$ cat config.mk
export PLATFORM = sky130hd
export DESIGN_NAME = lfsr
export DESIGN_NICKNAME = d
export VERILOG_FILES = /design/src/rtl/lfsr.sv
export SDC_FILE = /design/constraint.sdc
export NUM_CORES = 1
export LEC_CHECK = 0
export BUFFER_PORTS_ARGS = -buffer_cell sky130_fd_sc_hd__buf_4
export CORE_AREA = 2 2 39 41
export CTS_BUF_LIST = sky130_fd_sc_hd__clkbuf_16
export DETAILED_ROUTE_END_ITERATION = 12
export DIE_AREA = 0 0 41 43
export GPL_TIMING_DRIVEN = 0
export PLACE_DENSITY_LB_ADDON = 0.2
export SYNTH_ARGS = -nofsm -noshare
export SYNTH_HDL_FRONTEND = slang
export SYNTH_SLANG_ARGS = --single-unit
$ cat constraint.sdc
create_clock -name clk -period 2 [get_ports clk]
set_clock_uncertainty 0.1 [all_clocks]
set_input_delay 0.4 -clock clk [delete_from_list [all_inputs] [get_ports clk]]
set_output_delay 0.4 -clock clk [all_outputs]
set_load 0.005 [all_outputs]
$ cat src/rtl/lfsr.sv
`timescale 1ns/1ns

module lfsr (
    input  logic       clk,
    input  logic       rst,
    output logic [7:0] value
);

    logic feedback;

    // x^8 + x^6 + x^5 + x^4 + 1, period 255
    assign feedback = value[7] ^ value[5] ^ value[4] ^ value[3];

    always_ff @(posedge clk) begin
        if (rst) begin
            value <= 8'hb5;  // any nonzero seed
        end else begin
            value <= {value[6:0], feedback};
        end
    end

endmodule

Word-level counts from Yosys, hierarchy flattened. Cells that the tools add are included.

Output and inout port bits: 8. Logic and storage cells: 4. Register bits: 8.

Bitwise gates (word level): 3.

Operator list (count): $xor A1 B1 Y1 (3).

Longest topological paths before layout.
Depth in word-level cells: 3. Depth in mapped cells: 3.

Worst setup path before layout. Ideal clock, no wire load.

Kind: register to register. From: reg value[4]. To: reg value[0]. Slack: 1.083 ns. Stages on the path, launching flop included: 4. Arrival time: 0.700 ns. Setup time: 0.117 ns. Buffers on the path: 0. Period minus slack after synthesis: 0.917 ns. Path through: dfxtp_1 -> xor2_1 -> xnor2_1 -> nand2b_1.

Word-level cells in the longest chain between the ends: 2.

Ends and longest elaborated chain: start, declared (line 6) `output logic [7:0] value`; start signal, assigned (line 18) `value <= {value[6:0], feedback};`; $xor A1 B1 Y1 (2 in series) (line 12) `assign feedback = value[7] ^ value[5] ^ value[4] ^ value[3];`.

Every way passes these cells. A chain may end at the register's enable or synchronous reset.

Final worst setup path.
From: reg value[5]. To: out value[5].

No word-level cell between the ends.

==> results.md <==
* Met3 routed WL at between 30 and 40 µm
* FF+latch count, synth at 8
* Initial DRC Count at 1
* Grt total ovfl at 0
* Post-synthesis sequential area ratio at 0.6772
* Pwr per Cell Area at roughly 1400 nW/µm²
* Most frequent cell after synthesis: dfxtp_1
* CTS Buf Count at 3
* GRT Util Overall at 0.06155
* Placer Congestion at 0.6726
* Setup TNS at 0 ns
* Classification of the worst setup path: reg2out
* CP arrival at 0.71 ns
* Drt wl/cell at 9.064 µm
* Initial antenna violation count at 0
* Number of enable flip-flop cells after synthesis at 0
* Post-route antenna net violation count at 0
* Total power at between 0.5 and 0.6 mW
* Ys Warns at 0
* Die area at approximately 1800 µm²
* # rows at 14
* Crit-path slowest cell: dfxtp_1
* Highest Signal Layer: met4
* Vias in the first global route at 147
* Biggest register: value
* Endpoints failing setup at 0
* CTS tree: done
* Share of cells above drive strength 1 at 0.3871
* Die Y at between 40 and 50 µm
* Initial Util at 0.1709
* Max reg flops at 8
* TritonCTS Sinks at 8
* Yosys cell types at 6
* CTS root buf: clkbuf_16
* Placed cell area at 324.1 µm²
* Via/cell ratio at approximately 3.5
* Biggest regs: value (8)
* # fillers at around 150
* Synth top area share at 0.6772
* Placed cells at 44
* Worst skew pair latency at about 0.23 ns
* # H-tree levels at 1
* Dpl ws at about 1 ns
* Prevailing post-synth register cell: dfxtp_1
* ANT cells at 0
* Critical path capture point type: output pin
* CP Launch Type: flop
* Top delay family on crit path: flip-flops
* Total Wirelength at around 430 µm
* CP bufs+invs at 1
* Unrepaired setup endpoints after global routing: no
* Slowest stage delay, CP at approximately 0.36 ns
* Fmax at just over 800 MHz
* Worst rel slew slack at 0.8929
* Fin crit period at between 1 and 1.5 ns
* Hold Crit Class: in2reg
* Area leader, netlist: dfxtp_1
* PostCTS Resize Cnt at 0
* Core ar. at 1384 µm²
* Max Cap Viol at 0
* Syn Nets at 21
* Async set-or-reset flop fraction in the synthesized netlist at 0
* Post-CTS Setup Inserts at 0
* Largest net degree at the start of global routing at 9
* Worst Tran Pin Value at between 0.15 and 0.2 ns
* Final std cells w/o fill at 47
* Static leakage at between 0.15 and 0.2 nW
* Max-slew violations at 0
* Synth-to-Final Area Change at 68.78%
* Met2 routed WL at 173 µm
* TritonRoute pass-1 iters at 3
* Synth area leaders: dfxtp_1 68%, or2_1 11%, nor2b_1 7.9%, xor2_1 7.4%, xnor2_1 3.7%
* Worst Path Max Fanout at 3
* Fin. Hold Viols at 0
* Post-synth top cells: 8 x dfxtp_1, 4 x or2_1, 3 x nor2b_1
* Clock slew at reported path FFs at roughly 0.040 ns
* Outcome: finished clean
* Crit-path cells: buf_4
* # IOs at 10
* Post-Syn Area at 236.5 µm²
* CP required at approximately 1.5 ns
* Final worst setup slack at 0.7857 ns
* Via count of the routed design at about 160
* Chip Width at 41 µm
* Cts hold-fix bufs at 0
* Fin area at about 400 µm²
* Met1 WL at a little under 200 µm
* Cell count after synthesis at 19
* DRC viols at 0
* Final nets at 35
* # port buffers at 9
* Mean Syn Cell Area at ~12 µm²
* Global-route wire length before repair at 593 µm
* Peak VDD IR at 0.4955 mV
* Tcrit/Tclk final at 0.6072
* Max Root-Sink Buffers at 2
[layer usage]
metal / up-vias / track usage
met1: 71 / 0.06863
met2: 10 / 0.05938
met5: - / 0
li1: 81 / -
met3: 2 / 0.03141
met4: 0 / 0.1000
[layout by cell type (no fill, tap or decap)]
| cell | count |
|---|---|
| dfxtp_1 | 8 |
| clkbuf_16 | 3 |
| xnor2_1 | 1 |
| nand2b_1 | 1 |
| buf_4 | 9 |
| nor2b_1 | 3 |
| or2_1 | 4 |
| xor2_1 | 2 |
[cell type report]
class	count	area (µm²)	area share
multi-input combinational	11	76.32	0.1912
timing repair buffer	9	67.56	0.1693
tap	16	20.02	0.05016
clock buffer	3	75.07	0.1881
sequential	8	160.2	0.4013
[final timing paths]
path              cells after the start      from  slack [ns]  endpoint
setup / recovery                      1  value[5]        0.79  value[5]
hold / removal                        2       rst        0.28  value[6]
setup reg to reg                      3  value[5]        1.03  value[0]
hold reg to reg                       1  value[1]        0.33  value[2]
[power breakdown]
group          switching (mW)  internal, mW
Clock                  0.0790         0.258
Combinational          0.0150        0.0294
Sequential            0.00886         0.176
[metrics by stage]
| stage | util | hold WS (ns) |
|---|---|---|
| floorplan | - | 0.3327 |
| detailed placement | 0.2342 | 0.3260 |
| finish | 0.2884 | 0.2782 |
| CTS | 0.2884 | 0.2758 |
| global placement | 0.2342 | 0.3205 |
| global route | 0.2884 | 0.2823 |
[cells by family after synthesis]
group            synth area share
AND/OR/NAND/NOR            0.2116
flip-flops                 0.6772
XOR/XNOR                   0.1111
Note: power is estimated with default switching activity, not from simulation.
