--- config.mk ---
export PLATFORM = sky130hd
export DESIGN_NAME = dcache_ctrl
export DESIGN_NICKNAME = d
export VERILOG_FILES = /design/src/common/dcache_pkg.sv /design/src/rtl/dcache/dcache_ctrl.sv
export SDC_FILE = /design/constraint.sdc
export NUM_CORES = 1
export LEC_CHECK = 0
export BUFFER_PORTS_ARGS = -buffer_cell sky130_fd_sc_hd__buf_2
export CORE_AREA = 2 2 361 363
export DETAILED_ROUTE_END_ITERATION = 12
export DIE_AREA = 0 0 363 365
export MAX_ROUTING_LAYER = met4
export SLEW_MARGIN = 5
export SYNTH_ARGS = -nofsm -noshare
export SYNTH_HDL_FRONTEND = slang
export SYNTH_SLANG_ARGS = --single-unit
--- constraint.sdc ---
create_clock -name clk -period 2.7 [get_ports clk]
set_clock_uncertainty 0.15 [all_clocks]
set_input_delay 0.54 -clock clk [delete_from_list [all_inputs] [get_ports clk]]
set_output_delay 0.54 -clock clk [all_outputs]
set_load 0.02 [all_outputs]
--- src/common/dcache_pkg.sv ---
package dcache_pkg;

    // cache geometry
    localparam int NWAY        = 2;
    localparam int NSET        = 256;
    localparam int INDEX_W     = 8;    // addr[11:4]
    localparam int TAG_W       = 20;   // addr[31:12]
    localparam int LINE_W      = 128;  // 16 bytes per line
    localparam int TAG_ENTRY_W = 21;   // {valid, tag}

    // bus request types
    localparam logic [2:0] TYPE_WORD = 3'b010;
    localparam logic [2:0] TYPE_LINE = 3'b100;

    // one cache line, seen as words for reads and as bytes for strobed writes
    typedef union packed {
        logic [3:0][31:0] words;
        logic [15:0][7:0] bytes;
    } cache_line_u;

endpackage

--- src/rtl/dcache/dcache_ctrl.sv ---
`timescale 1ns/1ns

module dcache_ctrl (
    input  logic                                       clk,
    input  logic                                       rst,
    input  logic                                       valid,
    input  logic                                       op,
    input  logic                                       uncache,
    input  logic [dcache_pkg::INDEX_W-1:0]             index,
    input  logic [dcache_pkg::TAG_W-1:0]               tag,
    input  logic [3:0]                                 offset,
    input  logic [3:0]                                 wstrb,
    input  logic [31:0]                                wdata,
    input  logic                                       flush_i,
    output logic                                       addr_ok,
    output logic                                       data_ok,
    output logic [31:0]                                rdata,
    output logic                                       rd_req,
    output logic [2:0]                                 rd_type,
    output logic [31:0]                                rd_addr,
    input  logic                                       rd_rdy,
    input  logic                                       ret_valid,
    input  logic                                       ret_last,
    input  logic [dcache_pkg::LINE_W-1:0]              ret_data,
    output logic                                       wr_req,
    output logic [2:0]                                 wr_type,
    output logic [31:0]                                wr_addr,
    output logic [15:0]                                wr_wstrb,
    output logic [dcache_pkg::LINE_W-1:0]              wr_data,
    input  logic                                       wr_rdy,
    output logic [dcache_pkg::INDEX_W-1:0]             way_index,
    output logic [dcache_pkg::TAG_W-1:0]               way_tag,
    output logic                                       way_clear,
    output logic [dcache_pkg::NWAY-1:0]                way_fill,
    output logic [dcache_pkg::NWAY-1:0]                way_update,
    output dcache_pkg::cache_line_u                    fill_line,
    output logic [3:0]                                 upd_wstrb,
    output logic [31:0]                                upd_word,
    output logic [1:0]                                 upd_offset,
    input  logic [dcache_pkg::NWAY-1:0]                way_hit,
    input  logic [dcache_pkg::NWAY-1:0]                way_valid,
    input  dcache_pkg::cache_line_u [dcache_pkg::NWAY-1:0] way_line,
    input  logic                                       rand_bit
);

    import dcache_pkg::*;

    typedef enum logic [2:0] {
        INIT,
        IDLE,
        LOOKUP,
        READ_REQ,
        READ_WAIT,
        WRITE_REQ
    } state_t;

    state_t state;
    state_t next_state;

    logic [INDEX_W-1:0] init_cnt;
    logic               req_op;
    logic               req_uncache;
    logic [INDEX_W-1:0] req_index;
    logic [TAG_W-1:0]   req_tag;
    logic [3:0]         req_offset;
    logic [3:0]         req_wstrb;
    logic [31:0]        req_wdata;
    logic [1:0]         word_sel;
    logic [NWAY-1:0]    free_ways;
    logic [NWAY-1:0]    victim;
    logic [NWAY-1:0]    victim_q;
    logic               read_hit;
    logic               refill_done;
    logic               write_done;
    cache_line_u        hit_line;
    cache_line_u        ret_line;

    assign word_sel    = req_offset[3:2];
    assign read_hit    = !req_op && !req_uncache && (|way_hit);
    assign refill_done = (state == READ_WAIT) && ret_valid && ret_last;  // single beat
    assign write_done  = (state == WRITE_REQ) && wr_rdy && !flush_i;

    always_ff @(posedge clk) begin
        if (rst) begin
            state    <= INIT;
            init_cnt <= '0;
        end else begin
            state <= next_state;
            if (state == INIT) begin
                init_cnt <= init_cnt + 1'b1;
            end
        end
    end

    always_comb begin
        next_state = state;
        case (state)
            INIT:      if (init_cnt == INDEX_W'(NSET - 1)) next_state = IDLE;
            IDLE:      if (valid) next_state = LOOKUP;
            LOOKUP: begin
                if (req_op) begin
                    next_state = WRITE_REQ;
                end else if (read_hit) begin
                    next_state = IDLE;
                end else begin
                    next_state = READ_REQ;  // miss or uncached
                end
            end
            READ_REQ:  if (rd_rdy) next_state = READ_WAIT;
            READ_WAIT: if (ret_valid && ret_last) next_state = IDLE;
            WRITE_REQ: if (wr_rdy || flush_i) next_state = IDLE;
            default:   next_state = IDLE;
        endcase
    end

    // request fields held for the whole transaction
    always_ff @(posedge clk) begin
        if (state == IDLE && valid) begin
            req_op      <= op;
            req_uncache <= uncache;
            req_index   <= index;
            req_tag     <= tag;
            req_offset  <= offset;
            req_wstrb   <= wstrb;
            req_wdata   <= wdata;
        end
        if (state == LOOKUP) begin
            victim_q <= victim;
        end
    end

    // lowest invalid way first, random way when the set is full
    assign free_ways = ~way_valid;
    assign victim    = (|free_ways) ? (free_ways & (~free_ways + 1'b1))
                                    : (NWAY'(1) << rand_bit);

    assign way_index = (state == INIT) ? init_cnt :
                       (state == IDLE) ? index : req_index;  // read issued on acceptance
    assign way_tag    = req_tag;
    assign way_clear  = (state == INIT);
    assign way_fill   = {NWAY{refill_done && !req_uncache}} & victim_q;
    assign way_update = {NWAY{write_done}} & way_hit;  // write hit only, no allocate
    assign fill_line  = ret_data;
    assign upd_wstrb  = req_wstrb;
    assign upd_word   = req_wdata;
    assign upd_offset = word_sel;

    assign addr_ok = (state == IDLE);
    assign data_ok = ((state == LOOKUP) && read_hit) || refill_done || write_done;

    always_comb begin
        hit_line = '0;
        for (int i = 0; i < NWAY; i++) begin
            if (way_hit[i]) begin
                hit_line = way_line[i];
            end
        end
        ret_line = ret_data;
        if (state == READ_WAIT) begin
            rdata = req_uncache ? ret_data[31:0] : ret_line.words[word_sel];
        end else begin
            rdata = hit_line.words[word_sel];
        end
    end

    assign rd_req  = (state == READ_REQ);
    assign rd_type = req_uncache ? TYPE_WORD : TYPE_LINE;
    assign rd_addr = req_uncache ? {req_tag, req_index, word_sel, 2'b00}
                                 : {req_tag, req_index, 4'b0000};  // line aligned

    assign wr_req   = (state == WRITE_REQ) && !flush_i;  // flush drops the request
    assign wr_type  = TYPE_WORD;
    assign wr_addr  = {req_tag, req_index, word_sel, 2'b00};
    assign wr_wstrb = {12'b0, req_wstrb} << {word_sel, 2'b00};
    assign wr_data  = {96'b0, req_wdata} << {word_sel, 5'b00000};

    bus_req_excl: assert property (
        @(posedge clk) disable iff (rst) !(rd_req && wr_req)
    );

    no_resp_in_idle: assert property (
        @(posedge clk) disable iff (rst) (state == IDLE) |-> !data_ok
    );

    // a line never lives in both ways of a set
    single_way_hit: assert property (
        @(posedge clk) disable iff (rst)
        (state inside {LOOKUP, WRITE_REQ}) |-> $onehot0(way_hit)
    );

endmodule

---- Word-level counts from Yosys, hierarchy flattened ----
Index checks and enable logic that the tools add are counted.
operators by class
  mux-type cells .......................... 21
  reduce and logical (&&, ||, !) cells .... 21
  magnitude comparators ................... 1
  bitwise gates (word level) .............. 5
  eq/ne operators ......................... 11
  shift-type cells ........................ 3
  add/subtract/negate cells ............... 2
operators by type and width
  operator                                                                  number
  128-bit two-way mux                                                       2
  32-bit binary-select mux with 2-bit select                                2
  32-bit two-way mux                                                        4
  32-bit by 7-bit << shifter with 128-bit output                            1
  3-bit two-way mux                                                         7
  3-bit case mux with 6 select lines                                        1
  8-bit two-way mux                                                         2
  4-bit by 4-bit << shifter with 16-bit output                              1
  1-bit logical AND                                                         11
  8-bit by 1-bit adder with 8-bit output (second input constant)            1
  8-bit == test (second input constant)                                     1
  2-bit AND                                                                 3
  3-bit by 2-bit == test with 1-bit output (second input constant)          2
  3-bit == test (second input constant)                                     2
  2-bit by 1-bit inequality test with 1-bit output (second input constant)  3
  5-bit AND reduction                                                       1
  2-bit two-way mux                                                         2
  4-bit two-way mux                                                         1
  2-bit inequality test (second input constant)                             2
  2-bit NOT                                                                 2
  2-bit OR reduction                                                        2
  3-bit by 1-bit == test with 1-bit output (second input constant)          1
  1-bit zero test                                                           3
  3-bit zero test                                                           1
  other kinds (4)                                                           6
storage, ports and cells
  output and inout bits ................... 449
  flip-flop bits (word level) ............. 83
  input bits .............................. 467

---- Logic depth before layout (Yosys ltp) ----
  depth in word-level cells ............... 6
  depth in mapped cells ................... 7
  depth with buffers taken out ............ 5

---- Least setup slack after synthesis ----
No wires, ideal clock.
  path kind ............................... register to register
  from .................................... reg state[1]
  to ...................................... reg req_index[0], enable pin
  data required time ...................... 2116 ps
  data arrival time ....................... 2267 ps
  setup slack ............................. -151 ps
  path buffers ............................ 1
  stages on the path, launching flop included .. 4
  cell sequence ........................... dfxtp_1 -> buf_2 -> nor2_1 -> and3_1
on the way
  longest elaborated chain between the ends .. 2
ends and longest elaborated chain
  item                                      line                RTL
  from (decl)                               dcache_ctrl.sv:57   state_t state;
  from (signal assigned)                    dcache_ctrl.sv:88   state <= next_state;
  3-bit by 1-bit == test with 1-bit output  dcache_ctrl.sv:118  if (state == IDLE && valid) begin
  1-bit logical AND                         dcache_ctrl.sv:118
  to (signal assigned)                      dcache_ctrl.sv:121  req_index <= index;
  to (decl)                                 dcache_ctrl.sv:63   logic [INDEX_W-1:0] req_index;
No other way between the ends.
A chain may end at the register's enable or synchronous reset.

---- Worst setup path in the final report ----
  from .................................... reg req_offset[2]
  to ...................................... out rdata[24]
on the way
  longest elaborated chain between the ends .. 4
  elaborated cells on any way between the ends .. 6
  those cells by class .................... mux: 6
ends and longest elaborated chain
  item                                        line                RTL
  from (decl)                                 dcache_ctrl.sv:65   logic [3:0] req_offset;
  from (signal assigned)                      dcache_ctrl.sv:123  req_offset <= offset;
  32-bit binary-select mux with 2-bit select  dcache_ctrl.sv:160  rdata = req_uncache ? ret_data[31:0] : ret_line.words[word_sel];
  32-bit two-way mux (implied by the code)    dcache_ctrl.sv:160
  32-bit two-way mux                          dcache_ctrl.sv:160
  32-bit two-way mux *                        dcache_ctrl.sv:159  if (state == READ_WAIT) begin
  to (decl)                                   dcache_ctrl.sv:17   output logic [31:0] rdata,
Mark *: on every way between the ends. The rest lies on a longest branch, timed or not. The select of a mux whose other input is x is not followed.

==> impl_metrics.tcl <==
set metrics [dict create \
    failed_checks "setup timing" \
    status "finished, violations left" \
    portBuffers 905 \
    grt_pass1_wl_um 99800 \
    ys_async_sr_fraction 0 \
    drive_gt1_frac 0.753 \
    rows 132 \
    reg2reg_slack_ns 0.62 \
    globalRouteOverflowTotal 0 \
    maxCapViolations 0 \
    cp-end-kind "primary output" \
    leakagePower_nw 7.66 \
    clockPowerShare 0.333 \
    final_nets 2138 \
    dp_hpwl_um 70500 \
    insertion_delay_ns 0.37 \
    drc 0 \
    viasPerCell 3.19 \
    hold_path_class "input pin to register" \
    grt_max_degree 34 \
    antenna_found_initial 71 \
    placed_area_um2 14400 \
    cts_buffers 9 \
    ys_seq_area_frac 0.272 \
    slew_headroom 0.626 \
    die_w_um 363 \
    worst_pin_slew_ns 0.561 \
    crit_type "register to primary output" \
    io_pins 916 \
    synth_top_area_cell "edfxtp_1" \
    drv_slew 0 \
    cp.arrival_ns 2.31 \
    crit_fanout 8 \
    p_int_mw 2.62 \
    hold_viol_final 0 \
    dr.pass1.iters 5 \
    p_seq_frac 0.344 \
    crit_path_end "rdata[24]" \
    cts_max_path_buffers 2 \
    setup.worst_path.start "req_offset[2]" \
    avgSynthCellArea_um2 9.82 \
    required_ns 2.01 \
    ys_seq_elements 81 \
    die_h_um 365 \
    clkTransAtPathRegs_ns 0.09 \
    r2r_start "state[2]" \
    htreeDepth 3 \
    grt_util_all_layers 0.121 \
    synth_cell_type_count 46 \
    startpoint_type "register" \
    area_growth_syn_to_layout_pct 98.5 \
    via_count 10800 \
    drt_iter0_markers 619 \
    cts_root_buf "clkbuf_16" \
    max_freq_mhz 333 \
    postRouteAntennaNets 0 \
    fin_crit_ns 3.00 \
    synth_top_area_frac 0.246 \
    r2r_end "state[1]" \
    finalWorstSetupSlack_ns -0.299 \
    p_total_mw 3.96 \
    die-area_um2 132000 \
    nFillCells 14700 \
    switchingPower_mw 1.34 \
    synth_edf_count 70 \
    ir_drop_v 0.000588 \
    sw_frac_of_total 0.339 \
    grt_pass1_vias 9903 \
    cts_tree "done" \
    cts.sinks 81 \
    syn_inst 871 \
    gp_congestion 0.910 \
    setup_viol 117 \
    wl_per_cell_um 25.1 \
    ys.flop_type "edfxtp_1" \
    cts_hold_buf 0 \
    synthTopCellsByArea "edfxtp_1, mux4_2, buf_4" \
    core_area_um2 129000 \
    design_area_um2 17000 \
    power_density_nw_per_um2 233 \
    p_comb_frac 0.323 \
    period_share 1.11 \
    ys_warn_count 0 \
    initial_core_util 0.0665 \
    routed_wirelength_um 85200 \
    rsz0062_at_grt "yes" \
    ff2ff_path_depth 6 \
    syn_area_um2 8550 \
]
==> kinds of logic after synthesis <==
kind of cell | after synthesis | share of synthesized area
AOI/OAI and AO/OA | 117 | 0.0793
xor gates and xnor gates | 7 | 0.00717
adders and majority gates | 1 | 0.00146
buffers and inverters | 260 | 0.204
DFF | 81 | 0.272
muxes | 139 | 0.257
other | 2 | 0.000878
and+or+nand+nor | 264 | 0.178
==> critical path, cell delays in order, from the launching register on <==
cell,delay [ns]
edfxtp_1,0.43
buf_12,0.16
buf_16,0.16
buf_4,0.17
mux4_2,0.35
mux2i_4,0.29
o22ai_1,0.14
buf_4,0.17
==> final cells by class <==
class | count | area [um^2] | share of cell area
diodes | 39 | 97.6 | 0.00575
clock buffers | 9 | 225 | 0.0133
clock inverters | 7 | 72.6 | 0.00427
inverters | 7 | 31.3 | 0.00184
multi-input cells | 536 | 5040 | 0.297
flip-flops and latches | 81 | 2330 | 0.137
well taps | 1675 | 2100 | 0.123
repair buffers | 1035 | 7090 | 0.417
==> flip-flops by register name (all words and copies together) (netlist names) <==
register     cells
init_cnt         8
req_index        8
req_offset       2
req_op           1
req_uncache      1
state            3
upd_word        32
upd_wstrb        4
victim_q         2
way_tag         20
==> placed cells by master (no fill, tap or decap), types with 6 or more instances in the layout <==
cell	count
a21oi_1	14
a21oi_2	20
and2_1	37
and2_4	76
and3_1	39
buf_12	35
buf_16	13
buf_2	772
buf_4	98
buf_6	103
buf_8	9
clkbuf_16	13
conb_1	8
dfxtp_1	8
diode_2	39
edfxtp_1	70
inv_1	6
mux2i_1	62
mux4_2	64
nand2_1	46
nand2b_1	25
nand2b_4	6
nor2_1	12
o21ai_0	31
o21ai_1	7
o22ai_1	24
==> worst min path at each step <==
stage / start / to / slack (ns) / cells after the start
after floorplan: init_cnt[1] / init_cnt[1] / 0.34 / 2
after detailed placement: init_cnt[1] / init_cnt[1] / 0.38 / 2
after global placement: init_cnt[1] / init_cnt[1] / 0.38 / 2
after CTS: wstrb[2] / upd_wstrb[2] / 0.12 / 1
after global routing: wstrb[2] / upd_wstrb[2] / 0.14 / 1
final: wstrb[2] / upd_wstrb[2] / 0.17 / 1
==> through the flow <==
step | util | hold slack [ns] | worst slack (ns) | TNS, ns | cells
after global routing | 0.132 | 0.145 | -0.379 | -30.35 | 3384
after detailed placement | 0.112 | 0.385 | -0.483 | -7.67 | 3285
final | 0.132 | 0.171 | -0.299 | -17.17 | 3389
after global placement | 0.112 | 0.381 | -0.497 | -7.46 | 3285
after floorplan | - | 0.341 | 0.175 | 0 | 877
after CTS | 0.127 | 0.121 | -0.330 | -27.44 | 3339
==> metal layers <==
layer | track usage | wire, um | vias up
met5 | - | 0 | -
met4 | 0.0400 | 3460 | 0
li1 | - | - | 4593
met3 | 0.0412 | 7530 | 158
met2 | 0.199 | 40600 | 797
met1 | 0.136 | 33600 | 5277
==> cell usage after synthesis (3+ instances only) <==
library cell    n
dfxtp_1        11
o21ai_0        39
nor2b_1         4
edfxtp_1       70
and3_1         40
a21oi_1        34
clkbuf_1       39
nand3_1         3
inv_1           6
nand2_1        48
mux2i_1        72
buf_4         190
buf_2          17
and2_1        113
xor2_1          5
nand2b_1       31
nand4_1         4
mux2_2          3
o22ai_1        31
buf_6           5
nor2_1         14
mux4_2         64
==> power by group through the flow <==
stage	combinational, mW	clock [mW]	sequential (mW)
4_1_cts	1.28	1.40	1.37
5_1_grt	1.37	1.41	1.36
3_3_place_gp	1.23	0	1.40
3_5_place_dp	1.23	0	1.40
6_report	1.28	1.32	1.36
2_1_floorplan	0.625	0	1.39
==> repair_timing <==
| action | CTS | global route |
|---|---|---|
| pin swaps | 9 | 28 |
| setup buffers | 29 | 11 |
| gates resized for setup | 311 | 137 |
| gates cloned | 12 | 4 |
| setup endpoints to repair | 148 | 144 |
Note: power is estimated with default switching activity, not from simulation.
